$ cat src/alarm_clock_cfg.svh
`ifndef ALARM_CLOCK_CFG_SVH
`define ALARM_CLOCK_CFG_SVH

`define CLK_TICK_DIV      1000
`define TICKS_PER_SECOND  1000
`define STEP_TICKS        125
`define MELODY_SLOTS      64
`define SLOTS_PER_NOTE    4

`define BTN_COUNT         12
`define BTN_HOUR_DN       11
`define BTN_HOUR_UP       9
`define BTN_MIN_DN        8
`define BTN_MIN_UP        6
`define BTN_SEC_DN        5
`define BTN_SEC_UP        3
`define BTN_TOGGLE        1
`define BTN_PLAY          1
`define BTN_CLEAR         0

// Full tone periods in system clocks
`define TONE_C2           12'd3830
`define TONE_D2           12'd3400
`define TONE_E2           12'd3038
`define TONE_F2           12'd2864
`define TONE_G2           12'd2550
`define TONE_A2           12'd2272
`define TONE_B2           12'd2028
`define TONE_C3           12'd1912
`define TONE_D3           12'd1704

`define MODE_SET_TIME     7'b1000000
`define MODE_SET_ALARM    7'b0010000
`define MODE_RECORD       7'b0000100

`endif

$ cat src/clock_audio_pkg.sv
`default_nettype none

`include "alarm_clock_cfg.svh"

package clock_audio_pkg;

    // 0 is a rest, 1 to 9 run from C2 up to D3
    typedef logic [3:0] note_t;

    typedef logic [$clog2(`MELODY_SLOTS)-1:0] slot_index_t;

    typedef logic [7:0] led_t;

    // Wide enough for the longest tone period
    typedef logic [11:0] tone_count_t;

endpackage

`default_nettype wire

$ cat src/clock_time_pkg.sv
`default_nettype none

`include "alarm_clock_cfg.svh"

package clock_time_pkg;

    typedef logic [4:0] hour_t;    // 0 to 23
    typedef logic [5:0] minute_t;
    typedef logic [5:0] second_t;

    // One bit per panel button, bit 11 is leftmost
    typedef logic [`BTN_COUNT-1:0] button_t;

    typedef logic [6:0] mode_switch_t;  // Raw slide switches

    typedef enum logic [1:0] {
        MODE_RUN,
        MODE_SET_TIME,
        MODE_SET_ALARM,
        MODE_RECORD
    } panel_mode_t;

endpackage

`default_nettype wire

$ cat src/alarm_clock.sv
`timescale 1ns/10ps
`default_nettype none

module alarm_clock (
    input  wire                                clock,
    input  wire                                reset,
    input  wire clock_time_pkg::mode_switch_t  mode,
    input  wire clock_time_pkg::button_t       button,
    output clock_time_pkg::hour_t              hour,
    output clock_time_pkg::minute_t            minute,
    output clock_time_pkg::second_t            second,
    output clock_time_pkg::hour_t              alarm_hour,
    output clock_time_pkg::minute_t            alarm_minute,
    output logic                               alarm_enabled,
    output clock_audio_pkg::led_t              led,
    output logic                               piezo
);
    logic                        tick;
    clock_time_pkg::button_t     press;
    clock_time_pkg::panel_mode_t panel_mode;
    logic                        alarm_start;
    clock_audio_pkg::note_t      note;

    panel_input panel_input_inst (
        .clock      (clock),
        .reset      (reset),
        .mode       (mode),
        .button     (button),
        .tick       (tick),
        .press      (press),
        .panel_mode (panel_mode)
    );

    time_keeper time_keeper_inst (
        .clock         (clock),
        .reset         (reset),
        .tick          (tick),
        .press         (press),
        .panel_mode    (panel_mode),
        .hour          (hour),
        .alarm_hour    (alarm_hour),
        .minute        (minute),
        .alarm_minute  (alarm_minute),
        .second        (second),
        .alarm_enabled (alarm_enabled),
        .alarm_start   (alarm_start)
    );

    melody_recorder melody_recorder_inst (
        .clock         (clock),
        .reset         (reset),
        .tick          (tick),
        .alarm_start   (alarm_start),
        .alarm_enabled (alarm_enabled),
        .press         (press),
        .panel_mode    (panel_mode),
        .note          (note),
        .led           (led)
    );

    tone_generator tone_generator_inst (
        .clock (clock),
        .reset (reset),
        .note  (note),
        .piezo (piezo)
    );

endmodule

`default_nettype wire

$ cat src/melody_recorder.sv
`timescale 1ns/10ps
`default_nettype none

`include "alarm_clock_cfg.svh"

module melody_recorder (
    input  wire                               clock,
    input  wire                               reset,
    input  wire                               tick,
    input  wire                               alarm_start,
    input  wire                               alarm_enabled,
    input  wire clock_time_pkg::button_t      press,
    input  wire clock_time_pkg::panel_mode_t  panel_mode,
    output clock_audio_pkg::note_t            note,
    output clock_audio_pkg::led_t             led
);
    localparam int step_width = $clog2(`STEP_TICKS);
    localparam int note_key_low = 3;
    localparam int note_key_high = 11;

    localparam clock_time_pkg::button_t clear_key = clock_time_pkg::button_t'(1) << `BTN_CLEAR;
    localparam clock_time_pkg::button_t play_key  = clock_time_pkg::button_t'(1) << `BTN_PLAY;

    clock_audio_pkg::note_t      melody [`MELODY_SLOTS];
    clock_audio_pkg::slot_index_t melody_index;
    clock_audio_pkg::slot_index_t play_index;
    clock_audio_pkg::slot_index_t play_last;
    logic [step_width-1:0]       step_count;
    logic                        playing;
    logic                        record_mode;
    logic                        key_valid;
    clock_audio_pkg::note_t      key_note;

    // Default tune is C3 on every other slot of the first half
    initial begin
        for (int i = 0; i < `MELODY_SLOTS; i++) begin
            melody[i] = (i < `MELODY_SLOTS / 2 && i % 2 == 0) ? 4'd8 : 4'd0;
        end
    end

    assign record_mode = (panel_mode == clock_time_pkg::MODE_RECORD);
    assign play_last = (melody_index == '0) ? clock_audio_pkg::slot_index_t'(`MELODY_SLOTS - 1)
                                            : melody_index - 1'b1;

    // Button 11 is C2 down to button 3 for D3
    always_comb begin
        key_valid = 1'b0;
        key_note = '0;
        for (int i = note_key_low; i <= note_key_high; i++) begin
            if (press == (clock_time_pkg::button_t'(1) << i)) begin
                key_valid = 1'b1;
                key_note = clock_audio_pkg::note_t'(note_key_high + 1 - i);
            end
        end
    end

    always @(posedge clock) begin
        if (record_mode && key_valid) begin
            for (int k = 0; k < `SLOTS_PER_NOTE; k++) begin
                melody[clock_audio_pkg::slot_index_t'(melody_index + k)] <= key_note;
            end
        end
    end

    always_ff @(posedge clock or negedge reset) begin
        if (!reset) begin
            melody_index <= '0;
            play_index <= '0;
            step_count <= '0;
            playing <= 1'b0;
        end else begin
            if (playing && tick) begin
                if (step_count == step_width'(`STEP_TICKS - 1)) begin
                    step_count <= '0;
                    if (play_index == play_last) begin
                        play_index <= '0;
                        playing <= 1'b0;
                    end else begin
                        play_index <= play_index + 1'b1;
                    end
                end else begin
                    step_count <= step_count + 1'b1;
                end
            end

            if (record_mode) begin
                if (press == clear_key) begin
                    melody_index <= '0;
                    play_index <= '0;
                    step_count <= '0;
                    playing <= 1'b0;
                end else if (press == play_key) begin
                    play_index <= '0;
                    step_count <= '0;
                    playing <= 1'b1;
                end else if (key_valid) begin
                    melody_index <= melody_index + clock_audio_pkg::slot_index_t'(`SLOTS_PER_NOTE);
                end
            end

            if (alarm_start) begin  // Alarm wins over panel
                play_index <= '0;
                step_count <= '0;
                playing <= 1'b1;
            end
        end
    end

    assign note = playing ? melody[play_index] : '0;

    // One lit LED from the top per 8 recorded slots
    always_comb begin
        if (!record_mode) begin
            led = clock_audio_pkg::led_t'(alarm_enabled);
        end else if (melody_index == '0) begin
            led = '1;
        end else begin
            led = clock_audio_pkg::led_t'(16'hff00 >> (melody_index >> 3));
        end
    end

    a_play_in_range: assert property (
        @(posedge clock) disable iff (!reset)
        playing |-> (play_index <= play_last)
    );

endmodule

`default_nettype wire

$ cat src/panel_input.sv
`timescale 1ns/10ps
`default_nettype none

`include "alarm_clock_cfg.svh"

module panel_input (
    input  wire                                clock,
    input  wire                                reset,
    input  wire clock_time_pkg::mode_switch_t  mode,
    input  wire clock_time_pkg::button_t       button,
    output logic                               tick,
    output clock_time_pkg::button_t            press,
    output clock_time_pkg::panel_mode_t        panel_mode
);
    localparam int div_width = $clog2(`CLK_TICK_DIV);

    logic [div_width-1:0]    div_count;
    clock_time_pkg::button_t button_sample;

    always_ff @(posedge clock or negedge reset) begin
        if (!reset) begin
            div_count <= '0;
            tick <= 1'b0;
        end else if (div_count == div_width'(`CLK_TICK_DIV - 1)) begin
            div_count <= '0;
            tick <= 1'b1;
        end else begin
            div_count <= div_count + 1'b1;
            tick <= 1'b0;
        end
    end

    // Buttons sampled at tick rate
    always_ff @(posedge clock or negedge reset) begin
        if (!reset) begin
            button_sample <= '0;
            press <= '0;
        end else if (tick) begin
            button_sample <= button;
            press <= button & ~button_sample;  // Rising edges only
        end else begin
            press <= '0;
        end
    end

    always_ff @(posedge clock or negedge reset) begin
        if (!reset) begin
            panel_mode <= clock_time_pkg::MODE_RUN;
        end else begin
            case (mode)
                `MODE_SET_TIME:  panel_mode <= clock_time_pkg::MODE_SET_TIME;
                `MODE_SET_ALARM: panel_mode <= clock_time_pkg::MODE_SET_ALARM;
                `MODE_RECORD:    panel_mode <= clock_time_pkg::MODE_RECORD;
                default:         panel_mode <= clock_time_pkg::MODE_RUN;  // Incl. unused switches
            endcase
        end
    end

    // Press follows a tick and stays one clock wide
    a_press_after_tick: assert property (
        @(posedge clock) disable iff (!reset)
        (press != '0) |-> ($past(tick) && !tick)
    );

endmodule

`default_nettype wire

$ cat src/time_keeper.sv
`timescale 1ns/10ps
`default_nettype none

`include "alarm_clock_cfg.svh"

module time_keeper (
    input  wire                               clock,
    input  wire                               reset,
    input  wire                               tick,
    input  wire clock_time_pkg::button_t      press,
    input  wire clock_time_pkg::panel_mode_t  panel_mode,
    output clock_time_pkg::hour_t             hour,
    output clock_time_pkg::hour_t             alarm_hour,
    output clock_time_pkg::minute_t           minute,
    output clock_time_pkg::minute_t           alarm_minute,
    output clock_time_pkg::second_t           second,
    output logic                              alarm_enabled,
    output logic                              alarm_start
);
    localparam int sub_width = $clog2(`TICKS_PER_SECOND);

    // Single-button press patterns
    localparam clock_time_pkg::button_t hour_dn_key = clock_time_pkg::button_t'(1) << `BTN_HOUR_DN;
    localparam clock_time_pkg::button_t hour_up_key = clock_time_pkg::button_t'(1) << `BTN_HOUR_UP;
    localparam clock_time_pkg::button_t min_dn_key  = clock_time_pkg::button_t'(1) << `BTN_MIN_DN;
    localparam clock_time_pkg::button_t min_up_key  = clock_time_pkg::button_t'(1) << `BTN_MIN_UP;
    localparam clock_time_pkg::button_t sec_dn_key  = clock_time_pkg::button_t'(1) << `BTN_SEC_DN;
    localparam clock_time_pkg::button_t sec_up_key  = clock_time_pkg::button_t'(1) << `BTN_SEC_UP;
    localparam clock_time_pkg::button_t toggle_key  = clock_time_pkg::button_t'(1) << `BTN_TOGGLE;

    logic [sub_width-1:0] sub_count;
    logic                 alarm_match;
    logic                 match_q;

    always_ff @(posedge clock or negedge reset) begin
        if (!reset) begin
            sub_count <= '0;
            hour <= '0;
            minute <= '0;
            second <= '0;
            alarm_hour <= '0;
            alarm_minute <= '0;
            alarm_enabled <= 1'b0;
        end else begin
            case (panel_mode)
                clock_time_pkg::MODE_SET_TIME: begin
                    case (press)
                        hour_dn_key: hour <= (hour == 0) ? 5'd23 : hour - 1'b1;
                        hour_up_key: hour <= (hour == 23) ? 5'd0 : hour + 1'b1;
                        min_dn_key:  minute <= (minute == 0) ? 6'd59 : minute - 1'b1;
                        min_up_key:  minute <= (minute == 59) ? 6'd0 : minute + 1'b1;
                        sec_dn_key:  second <= (second == 0) ? 6'd59 : second - 1'b1;
                        sec_up_key:  second <= (second == 59) ? 6'd0 : second + 1'b1;
                        default: ;  // Multi-button presses land here
                    endcase
                end
                clock_time_pkg::MODE_SET_ALARM: begin
                    case (press)
                        hour_dn_key: alarm_hour <= (alarm_hour == 0) ? 5'd23 : alarm_hour - 1'b1;
                        hour_up_key: alarm_hour <= (alarm_hour == 23) ? 5'd0 : alarm_hour + 1'b1;
                        min_dn_key:
                            alarm_minute <= (alarm_minute == 0) ? 6'd59 : alarm_minute - 1'b1;
                        min_up_key:
                            alarm_minute <= (alarm_minute == 59) ? 6'd0 : alarm_minute + 1'b1;
                        toggle_key:  alarm_enabled <= ~alarm_enabled;
                        default: ;
                    endcase
                end
                clock_time_pkg::MODE_RUN: begin
                    if (tick) begin
                        if (sub_count == sub_width'(`TICKS_PER_SECOND - 1)) begin
                            sub_count <= '0;
                            second <= second + 1'b1;
                            if (second == 59) begin
                                second <= '0;
                                minute <= minute + 1'b1;
                                if (minute == 59) begin
                                    minute <= '0;
                                    hour <= (hour == 23) ? 5'd0 : hour + 1'b1;
                                end
                            end
                        end else begin
                            sub_count <= sub_count + 1'b1;
                        end
                    end
                end
                default: ;  // Record mode, time holds
            endcase
        end
    end

    assign alarm_match = alarm_enabled && (hour == alarm_hour) && (minute == alarm_minute)
                         && (second == 0);

    // Start pulse on the first clock of a match
    always_ff @(posedge clock or negedge reset) begin
        if (!reset) begin
            match_q <= 1'b0;
            alarm_start <= 1'b0;
        end else begin
            match_q <= alarm_match;
            alarm_start <= alarm_match && !match_q;
        end
    end

    a_time_range: assert property (
        @(posedge clock) disable iff (!reset)
        (hour < 24) && (minute < 60) && (second < 60)
    );

endmodule

`default_nettype wire

$ cat src/tone_generator.sv
`timescale 1ns/10ps
`default_nettype none

`include "alarm_clock_cfg.svh"

module tone_generator (
    input  wire                          clock,
    input  wire                          reset,
    input  wire clock_audio_pkg::note_t  note,
    output logic                         piezo
);
    clock_audio_pkg::tone_count_t period;
    clock_audio_pkg::tone_count_t tone_count;

    always_comb begin
        case (note)
            4'd1:    period = `TONE_C2;
            4'd2:    period = `TONE_D2;
            4'd3:    period = `TONE_E2;
            4'd4:    period = `TONE_F2;
            4'd5:    period = `TONE_G2;
            4'd6:    period = `TONE_A2;
            4'd7:    period = `TONE_B2;
            4'd8:    period = `TONE_C3;
            4'd9:    period = `TONE_D3;
            default: period = '0;  // Rest
        endcase
    end

    always_ff @(posedge clock or negedge reset) begin
        if (!reset) begin
            tone_count <= '0;
            piezo <= 1'b0;
        end else if (period == '0) begin
            tone_count <= '0;
            piezo <= 1'b0;
        end else if (tone_count >= (period >> 1)) begin
            tone_count <= '0;
            piezo <= ~piezo;  // Half period done
        end else begin
            tone_count <= tone_count + 1'b1;
        end
    end

endmodule

`default_nettype wire
$ cat config.mk
export PLATFORM = sky130hd
export DESIGN_NAME = alarm_clock
export DESIGN_NICKNAME = d
export VERILOG_FILES = /design/src/clock_audio_pkg.sv /design/src/clock_time_pkg.sv /design/src/alarm_clock.sv /design/src/melody_recorder.sv /design/src/panel_input.sv /design/src/time_keeper.sv /design/src/tone_generator.sv
export VERILOG_INCLUDE_DIRS = /design/src
export SDC_FILE = /design/constraint.sdc
export NUM_CORES = 1
export LEC_CHECK = 0
export BUFFER_PORTS_ARGS = -buffer_cell sky130_fd_sc_hd__buf_4
export CAP_MARGIN = 10
export CORE_AREA = 2 2 173 175
export DETAILED_ROUTE_END_ITERATION = 6
export DIE_AREA = 0 0 175 177
export MAX_ROUTING_LAYER = met4
export PLACE_DENSITY = 0.76
export SLEW_MARGIN = 10
export SYNTH_ARGS = -nofsm -noshare
export SYNTH_HDL_FRONTEND = slang
export SYNTH_SLANG_ARGS = --single-unit
$ cat constraint.sdc
create_clock -name clock -period 8 [get_ports clock]
set_clock_uncertainty 0.1 [all_clocks]
set_input_delay 0.4 -clock clock [delete_from_list [all_inputs] [get_ports clock]]
set_output_delay 0.4 -clock clock [all_outputs]
set_load 0.05 [all_outputs]
After elaboration in Yosys (flattened, before gate mapping)

Memory sizes are Yosys's and may differ from the RTL's.
Index checks and enable logic that the tools add are counted.

Logic and storage cells: 195
Register bits after elaboration: 111
Bits of input ports: 21
Output and inout port bits: 38
Memory bits (read-only): 176
Memories: 2
RAM bits: 256

Bitwise logic cells: 4
Add/subtract/negate cells: 20
Reductions and logical operators: 28
Shifts and indexed selects: 1
Multiplexer cells: 83
Order comparisons: 1
Eq/ne operators: 36

Memories:

| memory                      | depth | width | read ports | clocked after Yosys merged registers in | write ports | line                  | source |
|---|---|---|---|---|---|---|---|
| melody_recorder_inst.melody | 64    | 4     | 1          | 0                                       | 4           | melody_recorder.sv:24 | `` clock_audio_pkg::note_t melody [`MELODY_SLOTS]; `` |
| (no name shown)             | 16    | 11    | 1          | 0                                       | 0           | tone_generator.sv:16  | `case (note)` |

Operators with widths:

| operator                                               | number |
|---|---|
| two-way mux 6 bit                                      | 22 |
| one-hot mux 6 bit (2 select lines)                     | 5 |
| two-way mux 7 bit                                      | 6 |
| two-way mux 4 bit                                      | 10 |
| two-way mux 5 bit                                      | 8 |
| two-way mux 12 bit                                     | 3 |
| adder 6 x 1 -> 6 bit (second input constant)           | 5 |
| one-hot mux 5 bit (2 select lines)                     | 3 |
| logical NOT 6 bit                                      | 4 |
| subtractor 6 x 1 -> 6 bit (second input constant)      | 4 |
| two-way mux 1 bit                                      | 21 |
| adder 10 x 1 -> 10 bit (second input constant)         | 2 |
| equality test 10 bit (second input constant)           | 2 |
| two-way mux 10 bit                                     | 2 |
| equality test 6 bit (second input constant)            | 3 |
| two-way mux 8 bit                                      | 2 |
| >> shifter 16 x 3 -> 8 bit (first input constant)      | 1 |
| equality test 7 bit (second input constant)            | 2 |
| adder 12 x 1 -> 12 bit (second input constant)         | 1 |
| adder 6 x 2 -> 6 bit (second input constant)           | 2 |
| bitwise AND 12 bit                                     | 1 |
| equality test 12 x 1 -> 1 bit (second input constant)  | 1 |
| equality test 12 x 10 -> 1 bit (second input constant) | 1 |
| equality test 12 x 11 -> 1 bit (second input constant) | 1 |
| other kinds (37)                                       | 61 |

Logic depth before layout (Yosys ltp)

Gate-level depths: netlist (run 1).

Word-level depth: 13
Mapped depth: 25
Depth with buffers taken out: 19

Cells and area by module

From an unflattened synthesis (run 1), not the netlist that was laid out.

Cell total of the unflattened synthesis: 1330
Area, all modules: 17628.2 µm²

Modules (own cells, without submodules):

| module          | instances | cells an instance | sequential area each (µm²) | area each (µm²) |
|---|---|---|---|---|
| melody_recorder | 1         | 695               | 8137.8                     | 11810.1 |
| time_keeper     | 1         | 396               | 1026.0                     | 3253.1 |
| panel_input     | 1         | 107               | 925.9                      | 1440.1 |
| tone_generator  | 1         | 132               | 325.3                      | 1124.8 |

Worst setup path after synthesis (run 1)

No wires, ideal clock.

Path kind: reg-to-reg
Start point: register panel_input_inst.press[6]
End point: memory melody_recorder_inst.melody[0][1] (netlist name), data pin
Buffers on the path: 0
Stages on the path, launching flop included: 5
Data arrival time: 5.346 ns
Period minus slack after synthesis: 6.454 ns
Library setup time: 1.009 ns
Setup slack: 1.546 ns
Cell sequence: dfrtp_1 -> or2_2 -> nor4_2 -> nand2_1 -> o311ai_0

RTL lines:

| what                   | line                  | source |
|---|---|---|
| from (decl)            | panel_input.sv:12     | `output clock_time_pkg::button_t press,` |
| from (signal assigned) | panel_input.sv:40     | `press <= button & ~button_sample;` |
| to (decl)              | melody_recorder.sv:24 |  |

Worst setup path in the final report (run 1)

Start point: register melody_recorder_inst.play_index[0]
End point: register tone_generator_inst.tone_count[10]

Word-level cells in the longest chain between the ends: 6
Elaborated cells between the ends (all ways): 7
Classes of those cells: order compare (1); mux (3); reduce/logical (1); memory (2)

Ends and longest elaborated chain:

| what                                         | line                   | source |
|---|---|---|
| from (decl)                                  | melody_recorder.sv:26  | `clock_audio_pkg::slot_index_t play_index;` |
| from (signal assigned)                       | melody_recorder.sv:79  | `play_index <= play_index + 1'b1;` |
| memory read (64 x 4 bit) *                   | -                      |  |
| two-way mux 4 bit *                          | melody_recorder.sv:109 | `assign note = playing ? melody[play_index] : '0;` |
| memory read (16 x 11 bit) *                  | -                      |  |
| greater-or-equal comparator 12 x 11 -> 1 bit | tone_generator.sv:37   | `end else if (tone_count >= (period >> 1)) begin` |
| two-way mux 12 bit                           | tone_generator.sv:37   |  |
| two-way mux 12 bit *                         | tone_generator.sv:34   | `end else if (period == '0) begin` |
| to (signal assigned)                         | tone_generator.sv:41   | `tone_count <= tone_count + 1'b1;` |
| to (decl)                                    | tone_generator.sv:13   | `clock_audio_pkg::tone_count_t tone_count;` |

Mark *: on every way between the ends. The rest lies on a longest branch, timed or not.
A chain may end at the register's enable or synchronous reset.

==> reports/results.txt, run 1 <==
Pre-CTS WS - 2.613 ns
Synth top area cells - edfxtp_1, dfrtp_1, mux4_2, nor2_1, ha_1
Router iterations before antenna repair - 5
Number of flops mapped to enable cells by yosys - 256
CTS tree - yes
Critical Path AT - 5.82 ns
Avg Inst Size Synth - 12.97 um^2
Grt met1 use - 0.3516
Core footprint - 0.02924 mm^2
Buf+Inv Stages, Crit Path - 2
Fin crit period - 5.473 ns
CTS root buffer - clkbuf_16
YS warnings - 0
Worst Path Required - 8.35 ns
Setup tns final - 0 ns
Final setup viols - 0
Worst setup SP type - register
Max-cap violations - 0
FMAX - 182.7 MHz
Layout cell share with drive strength beyond 1 - 0.1573
Yosys top cell area share - 0.4436
CP top delay family - compound AO/OA/AOI/OAI gates
GRT busiest layer - met2
Gr usage total - 0.2560
Synthesized Nets - 1393
Total Nets Final - 1432
Seq cells post-synth - 365
Area post-placement - 0.01791 mm^2
DP Wirelength - 24450 um
Drt total wl - 37850 um
Crit path top cell by count - a21o_1
Setup ws final - 2.527 ns
CP peak stage delay - 0.76 ns
DR vias - 11230
CTS sink count - 365
Post-Place Cells - 1721
Port Buf Inserts - 58
DRC Markers - 0
Global-route wire length before repair - 60040 um
Worst-path maximum fanout - 39
Most frequent cells in the layout - edfxtp_1, nor2_1, dfrtp_1
Critical path capture point type - register
Global Route met2 Usage - 0.4048
Fin util - 0.6562
Chip Width - 175 um
Max Slew Vio Count - 0
Slowest-stage cell, CP - dfrtp_4
Diode count - 0
Worst-Skew Late Latency - 0.53 ns
Sequential area share after synthesis - 0.6010
Hold Slack - 0.01673 ns
Worst-Margin Slew - 1.151 ns
Vias in the first global route - 10760
Crit path cell chain - buf_4 > mux4_2 > mux2_2 > nand2_1 > a2111oi_0 > nor2_1 > inv_1 > ha_1 > a21oi_1 > nor2_1 > a31oi_1 > ha_1 > a21o_1 > a21o_1 > a21o_1 > a21oi_1 > o211ai_1 > a21o_4 > nor2_2
Finished Cell Area - 0.01919 mm^2
Power, Total - 3.864 mW
Clock Pin Slew Worst Setup and Hold Paths - 0.06 ns
DIE AREA - 0.03098 mm^2
Ports - 59
Fin cells - 1795
Commonest non-fill, non-tap cell in the layout - edfxtp_1
Starting DRT DRC Count - 1106
Share of flip-flops with an asynchronous set or reset - 0.2986
Cells after Synth - 1336
Initial core utilization - 0.5926
Post-synthesis cell type count - 85
Worst relative slew slack - 0.2327
RSZ-0062 raised after global routing - false
Std-Cell Rows - 63
Crit Path Class - register to register
Top_reg_cell synth - edfxtp_1
Fin crit share - 0.6841
Synth Cell Area - 0.01733 mm^2
Via/cell ratio - 6.257
Largest net degree at the start of global routing - 73
Gr ovfl total - 0
Leakage power figure - 6.347 nW
Met3 usage - 0.03887
VDD IR max - 0.0001328 V
Outcome - finished clean
Per-cell routed wire length - 21.09 um
Initial antenna violation count - 0
Total CTS buffers - 38
Area Overhead vs Synth - 10.74%
Worst min-delay path class - input pin to register
Final hold vios - 0
ANT nets after route - 0
Final GP Congestion - 0.8524
Die H - 177 um
H-tree levels - 2
Clock Tree Buf Depth - 3
PwrDens - 201.4 mW/mm^2
Synth area leader - edfxtp_1
## worst paths after layout
path	end	slack (ns)	depth (start not counted)	from
setup / recovery	tone_generator_inst.tone_count[10]$_DFF_PN0_	2.53	19	melody_recorder_inst.play_index[0]$_DFF_PN0_
hold / removal	panel_input_inst.button_sample[2]$_DFFE_PN0P_	0.02	2	button[2]
setup reg to reg	tone_generator_inst.tone_count[10]$_DFF_PN0_	2.53	19	melody_recorder_inst.play_index[0]$_DFF_PN0_
hold reg to reg	time_keeper_inst.alarm_start$_DFF_PN0_	0.31	1	time_keeper_inst.match_q$_DFF_PN0_
max in group asynchronous	time_keeper_inst.alarm_minute[1]$_DFFE_PN0P_	6.19	3	reset
min in group asynchronous	panel_input_inst.div_count[4]$_DFF_PN0_	0.30	2	reset
## metal layers
metal	share of wire	up-vias
met5	0	-
met4	0.023	0
met3	0.078	68
met2	0.48	496
met1	0.42	5539
li1	-	5129
## sequential cells by signal, summed over array words and instances (netlist names), 2 cells and up
name,cells
panel_input_inst.panel_mode,2
panel_input_inst.button_sample,12
time_keeper_inst.minute,6
panel_input_inst.div_count,10
melody_recorder_inst.play_index,6
melody_recorder_inst.melody_index,4
melody_recorder_inst.step_count,7
time_keeper_inst.second,6
time_keeper_inst.alarm_minute,6
tone_generator_inst.tone_count,12
time_keeper_inst.sub_count,10
time_keeper_inst.hour,5
melody_recorder_inst.melody,256
time_keeper_inst.alarm_hour,5
panel_input_inst.press,12
## power breakdown
part	switching (mW)	internal [mW]	total, mW
Sequential	0.0159	2.01	2.03
Clock	0.722	1.01	1.73
Combinational	0.0682	0.0354	0.104
Total	0.806	3.06	3.86
## repair_timing
action                                 4_1_cts  5_1_grt
buffers inserted                             0        0
endpoints found under the hold margin       40        0
hold buffers                                 4        0
resized for setup                            0        0
## worst reg2reg max path: cells and delay by family (launching register included)
family | cells | cell delay (ns)
AO/OA/AOI/OAI | 9 | 1.49
adder cells (fa/ha/maj) | 2 | 0.50
buffers and inverters | 2 | 0.86
flip-flops | 1 | 0.76
multiplexers | 2 | 0.89
AND/OR/NAND/NOR | 4 | 0.78
## layout make-up
cell class,instances,area (um^2)
clock buffers,45,977.2
clock inverters,25,254.0
fillers,2043,10050
inverters,31,116.4
multi-input cells,867,6384
flip-flops and latches,365,10420
well taps,390,488.0
repair buffers,72,550.5
## kinds of logic after synthesis
group,synth area share
adder cells (fa/ha/maj),0.02599
multiplexers,0.1003
AND/OR/NAND/NOR,0.1241
flip-flops,0.6010
AO/OA/AOI/OAI,0.08274
buffers and inverters,0.03155
XOR/XNOR,0.03437
## cell usage after synthesis, types with 5 or more instances
| cell | number |
|---|---|
| buf_6 | 8 |
| buf_2 | 7 |
| nor2_2 | 10 |
| dfrtp_1 | 109 |
| or3_1 | 7 |
| nand3b_1 | 6 |
| o21ai_0 | 58 |
| a22oi_1 | 13 |
| a21oi_1 | 52 |
| ha_1 | 36 |
| mux2i_1 | 45 |
| a21o_1 | 7 |
| and2_1 | 6 |
| and3_1 | 16 |
| nor4_1 | 9 |
| nor3_1 | 49 |
| a22o_1 | 5 |
| xor2_1 | 26 |
| edfxtp_1 | 256 |
| inv_1 | 29 |
| mux2_2 | 19 |
| xnor2_1 | 42 |
| a211oi_1 | 5 |
| and3b_1 | 14 |
| nor2_1 | 125 |
| o211ai_1 | 5 |
| mux4_2 | 43 |
| clkbuf_1 | 49 |
| nand3_1 | 45 |
| nand4_1 | 19 |
| o22ai_1 | 9 |
| o31ai_1 | 11 |
| nand2b_1 | 8 |
| nor2b_1 | 10 |
| a31oi_1 | 10 |
| nand2_1 | 85 |
No activity file was read; power rests on OpenSTA's default activity.
==> inputs of run 2 (changes only) <==
Settings changed: ABC_AREA from default to 1, CORE_AREA 2 2 173 175 to 2 2 175 177, DIE_AREA 0 0 175 177 to 0 0 177 179.
Clock period 8 ns to 5.2 ns, I/O delays scaled along.
==> run 2 against run 1 <==
Core utilization up 0.92 points. Sequential power up 54%. Area after synthesis up 2.1%. Non-clock buffer count up 29. Sequential share of layout area down 2.2 points. Setup slack worse by 1.8 ns. Design area up 4.1%. Largest cell class unchanged.
==> reports/results.txt, run 2 <==
Outcome - finished clean
Initial antenna violation count - 0 (unchanged)
Global-route wire length before repair - 64780 um (+7.9%)
Sequential cell fraction of total power - 0.508 (-0.016)
Synth Area in Simple Gates - 0.2224 (+0.09833)
P_sw - 1.286 mW (+60%)
Worst-Skew Late Latency - 0.53 ns (about the same)
Chip Width - 177 um (+1.1%)
Post-synthesis mux area share - 0 (-0.1003)
Max Slew Vio Count - 0 (unchanged)
Fin crit share - 0.8665 (+0.1824)
VDD IR max - 0.0002608 V (+96%)
Area of the multi-input gates - 0.006141 mm^2 (-3.8%)
Critical path capture point type - register
Std-Cell Rows - 64 (+1.6%)
YS warnings - 0 (unchanged)
Cells after Synth - 1890 (+41%)
DR vias - 13460 (+20%)
Crit Path Class - register to register
Per-cell routed wire length - 16.92 um (-20%)
Synth top area cells - edfxtp_1, dfrtp_1, nand2_1, nor2_1, inv_1
Router iterations before antenna repair - 6 (+1)
Top reg by flops - melody_recorder_inst.melody
Starting DRT DRC Count - 1273 (+15%)
Die H - 179 um (+1.1%)
Internal - 4.875 mW (+59%)
Avg Inst Size Synth - 9.366 um^2 (-28%)
Layout cell share with drive strength beyond 1 - 0.09478 (-0.06251)
Post-synthesis cell type count - 47 (-45%)
Top_reg_cell synth - edfxtp_1
Finished Cell Area - 0.01998 mm^2 (+4.1%)
Worst-path maximum fanout - 66 (+69%)
Total Nets Final - 2020 (+41%)
Area post-placement - 0.01848 mm^2 (+3.1%)
Total CTS buffers - 39 (+2.6%)
RSZ-0062 raised after global routing - false
Clock power share - 0.459 (+0.010)
Compound-Gate Fraction of Synth Area - 0.07287 (-0.009865)
Area Overhead vs Synth - 12.89%
Max reg flops - 256 (unchanged)
CTS root buffer - clkbuf_16
Core footprint - 0.03003 mm^2 (+2.7%)
Power, Total - 6.161 mW (+59%)
Share of flip-flops with an asynchronous set or reset - 0.2986 (unchanged)
Ports - 59 (unchanged)
H-tree levels - 2 (unchanged)
Top cells by count, synth - nand2_1, nor2_1, edfxtp_1, inv_1, nand3_1
Leakage power figure - 8.091 nW (+27%)
Final GP Congestion - 0.9480 (+11%)
Synthesized Nets - 1947 (+40%)
Logic gate share of total power - 0.034 (+0.007)
Largest net degree at the start of global routing - 67 (-8.2%)
Worst-Margin Slew - 0.8719 ns (-0.2790 ns)
Synth area leader - edfxtp_1
Synth Cell Area - 0.01770 mm^2 (+2.1%)
Vias in the first global route - 12940 (+20%)
Final hold vios - 0 (unchanged)
Critical Path AT - 4.81 ns (-1.01 ns)
Clock Tree Buf Depth - 3 (unchanged)
Worst min-delay path class - input pin to asynchronous set/reset pin
DP Wirelength - 26490 um (+8.4%)
Switching part of the total - 0.2087 (about the same)
Final setup viols - 0 (unchanged)
CTS tree - yes
Via/cell ratio - 5.631 (-10%)
Post-CTS Resized - 0 (unchanged)
Initial core utilization - 0.5895 (-0.003107)
ANT nets after route - 0 (unchanged)
Number of flops mapped to enable cells by yosys - 256 (unchanged)
Yosys top cell area share - 0.4343 (-0.009312)
Diode count - 0 (unchanged)
Fin crit period - 4.506 ns (-0.9668 ns)
Worst setup SP type - register
Drt total wl - 40440 um (+6.8%)
Setup tns final - 0 ns (unchanged)
Most frequent cells in the layout - nand2_1, nor2_1, edfxtp_1
Max-cap violations - 0 (unchanged)
Post-synthesis xor/xnor area fraction - 0.02573 (-0.008638)
Adder-cell share of the synthesized area - 0.02545 (-0.0005456)
Seq cells post-synth - 365 (unchanged)
Sequential area share after synthesis - 0.5884 (-0.01262)
FMAX - 221.9 MHz (+21%)
PwrDens - 308.3 mW/mm^2 (+53%)
Port Buf Inserts - 58 (unchanged)
Commonest non-fill, non-tap cell in the layout - nand2_1
DRC Markers - 0 (unchanged)
CTS sink count - 365 (unchanged)
Worst Path Required - 5.50 ns (-2.85 ns)
Largest family of logic cells by synthesized area - simple AND/OR/NAND/NOR gates
Clock Pin Slew Worst Setup and Hold Paths - 0.07 ns (about the same)
Reg area - 0.01042 mm^2 (about the same)
Count leader, synth - nand2_1
FILL cells - 2290 (+12%)
DIE AREA - 0.03168 mm^2 (+2.3%)
Gr ovfl total - 0 (unchanged)
Gr usage total - 0.2659 (+0.009971)
Worst relative slew slack - 0.4187 (+0.1860)
## run 2: repair_timing
item | CTS | global route
hold buffers | 19 | 0
setup buffers | 0 | 0
hold endpoints to repair | 89 | 0
## run 2: worst max-delay path, stage by stage (launching register included)
cell and delay, ns:
dfrtp_2 0.37, buf_4 0.58, nand2_1 0.16, inv_1 0.18
nand2_1 0.07, nand3_1 0.08, nand2_1 0.05, nand2_1 0.07
nor2_1 0.07, nand2_1 0.07, nand3_1 0.10, nand2_1 0.18
nand2_1 0.15, inv_2 0.12, ha_1 0.15, inv_1 0.05
nor2_1 0.12, o21bai_1 0.14, a21oi_1 0.09, ha_1 0.28
a21boi_0 0.15, o21ai_0 0.09, a21oi_1 0.13, o21bai_1 0.07
a21boi_0 0.27, nor2_1 0.10, nand2_2 0.29, nor2_1 0.09
## run 2: routing by layer
metal | GRT usage | part of all wire | up-vias
met5 | - | 0 | -
met4 | 0.07197 | 0.021 | 0
met3 | 0.04644 | 0.083 | 73
met2 | 0.4327 | 0.48 | 588
met1 | 0.3476 | 0.42 | 6342
li1 | - | - | 6454
## run 2: final timing paths
kind	start	end	slack [ns]	cells past startpoint
max in group asynchronous	reset	melody_recorder_inst.play_index[0]$_DFF_PN0_	3.55	3
min in group clock	panel_input_inst.button_sample[9]$_DFFE_PN0P_	panel_input_inst.press[9]$_DFF_PN0_	0.31	1
min reg2reg	panel_input_inst.button_sample[9]$_DFFE_PN0P_	panel_input_inst.press[9]$_DFF_PN0_	0.31	1
min	reset	time_keeper_inst.alarm_minute[0]$_DFFE_PN0P_	0.25	2
max	melody_recorder_inst.play_index[1]$_DFF_PN0_	tone_generator_inst.tone_count[11]$_DFF_PN0_	0.69	27
max reg2reg	melody_recorder_inst.play_index[1]$_DFF_PN0_	tone_generator_inst.tone_count[11]$_DFF_PN0_	0.69	27
## run 2: cell type report
| class | count | share of cell area |
|---|---|---|
| Clock inverter | 18 | 0.01021 |
| Sequential cell | 365 | 0.5214 |
| Clock buffer | 54 | 0.05573 |
| Timing Repair Buffer | 101 | 0.04220 |
| Inverter | 204 | 0.03832 |
| Tap cell | 396 | 0.02479 |
| Multi-Input combinational cell | 1252 | 0.3073 |
## run 2: power by group through the flow
| stage | sequential, mW | clock (mW) | combinational [mW] |
|---|---|---|---|
| after floorplan | 3.21 | 0 | 0.0991 |
| after global placement | 3.19 | 0 | 0.196 |
| after detailed placement | 3.19 | 0 | 0.198 |
| after CTS | 3.13 | 2.85 | 0.208 |
| after global routing | 3.13 | 2.96 | 0.229 |
| final | 3.13 | 2.83 | 0.207 |
## run 2: cells by family after synthesis
kind of cell,after synthesis
XOR/XNOR,52
adder cells (fa/ha/maj),36
AO/OA/AOI/OAI,234
buffers and inverters,273
AND/OR/NAND/NOR,930
flip-flops,365
## run 2: through the flow
stage | hold WS [ns] | worst slack [ns] | util | cells
2_1_floorplan | -0.1356 | 1.714 | - | 1890
3_3_place_gp | 0.3030 | 0.8871 | 0.6153 | 2299
3_5_place_dp | 0.3130 | 0.7852 | 0.6153 | 2299
4_1_cts | 0.3063 | 0.7410 | 0.6655 | 2390
5_1_grt | 0.3364 | 0.2626 | 0.6655 | 2390
6_report | 0.2514 | 0.6940 | 0.6655 | 2390
==> inputs of run 3 (changes only) <==
Settings changed: ABC_AREA 1 to default, CORE_AREA 2 2 175 177 to 2 2 173 175, DIE_AREA 0 0 177 179 to 0 0 175 177.
==> run 3 against run 2 <==
Core utilization up 0.091 points. Via count down 15%. Clock power down 4%. Final cell count down 24%. Critical endpoint is now tone_generator_inst.tone_count[10]$_DFF_PN0_. Sequential share of layout area up 1.3 points. Non-clock buffer count down 1.
==> reports/results.txt, run 3 (synthesized netlist as in run 1, its figures left out) <==
Router iterations before antenna repair - 5 (-1)
Drt total wl - 39060 um (-3.4%)
Slowest-stage cell, CP - dfrtp_4
FMAX - 205.3 MHz (-7.5%)
FILL cells - 2016 (-12%)
Fin util - 0.6664 (+0.0009090)
Fin crit period - 4.871 ns (+0.3645 ns)
H-tree levels - 2 (unchanged)
DP Wirelength - 24910 um (-6.0%)
Reg2reg setup slack - 0.33 ns (-0.36 ns)
RSZ-0062 raised after global routing - false
PwrDens - 307.3 mW/mm^2 (-0.32%)
VDD IR max - 0.0002209 V (-15%)
Setup tns final - 0 ns (unchanged)
Starting DRT DRC Count - 1258 (-1.2%)
Worst Path Required - 5.56 ns (+0.06 ns)
DR vias - 11400 (-15%)
Power, Total - 5.989 mW (-2.8%)
Fin crit share - 0.9366 (+0.07010)
Initial antenna violation count - 0 (unchanged)
Final GP Congestion - 0.9286 (-2.0%)
Most frequent cells in the layout - edfxtp_1, nor2_1, dfrtp_1
Worst setup SP type - register
Clock Pin Slew Worst Setup and Hold Paths - 0.06 ns (about the same)
DIE AREA - 0.03098 mm^2 (-2.2%)
Gr ovfl total - 0 (unchanged)
Worst relative slew slack - 0.2521 (-0.1666)
Worst R2R End - tone_generator_inst.tone_count[10]$_DFF_PN0_
Critical Path AT - 5.23 ns (+0.42 ns)
Area Overhead vs Synth - 12.45%
Critical path capture point type - register
Worst min-delay path class - input pin to asynchronous set/reset pin
Crit Path Class - register to register
Initial core utilization - 0.5926 (+0.003107)
CTS sink count - 365 (unchanged)
CP peak stage delay - 0.86 ns (+0.28 ns)
Clock Tree Buf Depth - 3 (unchanged)
Final setup viols - 0 (unchanged)
Total CTS buffers - 39 (unchanged)
Core footprint - 0.02924 mm^2 (-2.6%)
Final hold vios - 0 (unchanged)
DRC Markers - 0 (unchanged)
Std-Cell Rows - 63 (-1.6%)
Outcome - finished clean
Hold Slack - 0.2398 ns (-0.01169 ns)
Chip Width - 175 um (-1.1%)
Leakage power figure - 6.509 nW (-20%)
Reg-to-reg startpoint - melody_recorder_inst.play_index[1]$_DFF_PN0_
Max reg flops - 256 (unchanged)
CTS root buffer - clkbuf_16
Gr usage total - 0.2654 (-0.0004855)
Per-cell routed wire length - 21.43 um (+27%)
R2R cell count - 18 (-33%)
Total Nets Final - 1461 (-28%)
Global-route wire length before repair - 61810 um (-4.6%)
Max-cap violations - 0 (unchanged)
Crit path cell chain - mux2_2 > a221oi_1 > a21boi_0 > a2111oi_0 > nor2_1 > inv_1 > ha_1 > a21oi_1 > nor2_1 > a31oi_1 > ha_1 > a21o_1 > a21o_1 > a21o_1 > a21oi_1 > o211ai_1 > a21o_4 > nor2_2
Layout cell share with drive strength beyond 1 - 0.1654 (+0.07060)
Die H - 177 um (-1.1%)
Worst-Margin Slew - 1.122 ns (+0.2499 ns)
Top reg by flops - melody_recorder_inst.melody
Port Buf Inserts - 58 (unchanged)
Worst-Skew Late Latency - 0.54 ns (about the same)
Vias in the first global route - 11100 (-14%)
Max Slew Vio Count - 0 (unchanged)
CTS tree - yes
Diode count - 0 (unchanged)
Via/cell ratio - 6.253 (+11%)
Crit path top cell by count - a21o_1
Largest net degree at the start of global routing - 65 (-3.0%)
Ports - 59 (unchanged)
Worst-path maximum fanout - 42 (-36%)
Commonest non-fill, non-tap cell in the layout - edfxtp_1
ANT nets after route - 0 (unchanged)
[run 3: where the power goes]
group / switching, mW / leakage [nW] / internal, mW
registers: 0.0260 / 3.26 / 3.09
logic: 0.105 / 2.64 / 0.0598
clock network: 1.15 / 0.613 / 1.56
[run 3: final cells by class]
type                    instances  area (um^2)  area share
inverters                      31        116.4    0.005971
repair buffers                100        813.3     0.04173
clock inverters                26        247.7     0.01271
multi-input cells             867         6394      0.3281
flip-flops and latches        365        10420      0.5349
clock buffers                  44         1005     0.05156
well taps                     390        488.0     0.02504
[run 3: worst max-delay path: cells and delay by family, from the launching register on]
| family | cells | cell delay [ns] |
|---|---|---|
| multiplexers | 1 | 0.43 |
| buffers and inverters | 1 | 0.11 |
| adder cells (fa/ha/maj) | 2 | 0.49 |
| AND/OR/NAND/NOR | 3 | 0.43 |
| flip-flops | 1 | 0.86 |
| AO/OA/AOI/OAI | 11 | 2.35 |
[run 3: worst max path at each step]
stage,slack (ns),end,startpoint
2_1_floorplan,0.45,melody_recorder_inst.melody[0][1]$_DFFE_PP_,panel_input_inst.press[6]$_DFF_PN0_
3_3_place_gp,0.48,tone_generator_inst.tone_count[7]$_DFF_PN0_,melody_recorder_inst.play_index[1]$_DFF_PN0_
3_5_place_dp,0.37,tone_generator_inst.tone_count[10]$_DFF_PN0_,melody_recorder_inst.play_index[0]$_DFF_PN0_
4_1_cts,0.34,tone_generator_inst.tone_count[10]$_DFF_PN0_,melody_recorder_inst.play_index[0]$_DFF_PN0_
5_1_grt,0.03,tone_generator_inst.tone_count[7]$_DFF_PN0_,melody_recorder_inst.play_index[1]$_DFF_PN0_
6_report,0.33,tone_generator_inst.tone_count[10]$_DFF_PN0_,melody_recorder_inst.play_index[1]$_DFF_PN0_
[run 3: routing by layer]
layer,wire (um),up-vias,part of all wire,global-route usage
met5,0,-,0,-
met2,19260,528,0.49,0.4180
met3,3119,64,0.080,0.05004
met1,15880,5639,0.41,0.3571
met4,798,0,0.020,0.07847
li1,-,5169,-,-
[run 3: timing repair]
action,4_1_cts,5_1_grt
setup buffers,0,1
resized for setup,0,0
hold buffers,17,0
setup endpoints to repair,0,12
hold endpoints to repair,84,0
[run 3: through the flow]
step	std cells	instance area, um^2	setup WS (ns)
2_1_floorplan	1336	17330	0.4491
5_1_grt	1823	19490	0.03335
4_1_cts	1821	19450	0.3366
6_report	1823	19490	0.3295
3_5_place_dp	1734	18020	0.3658
3_3_place_gp	1734	18020	0.4785
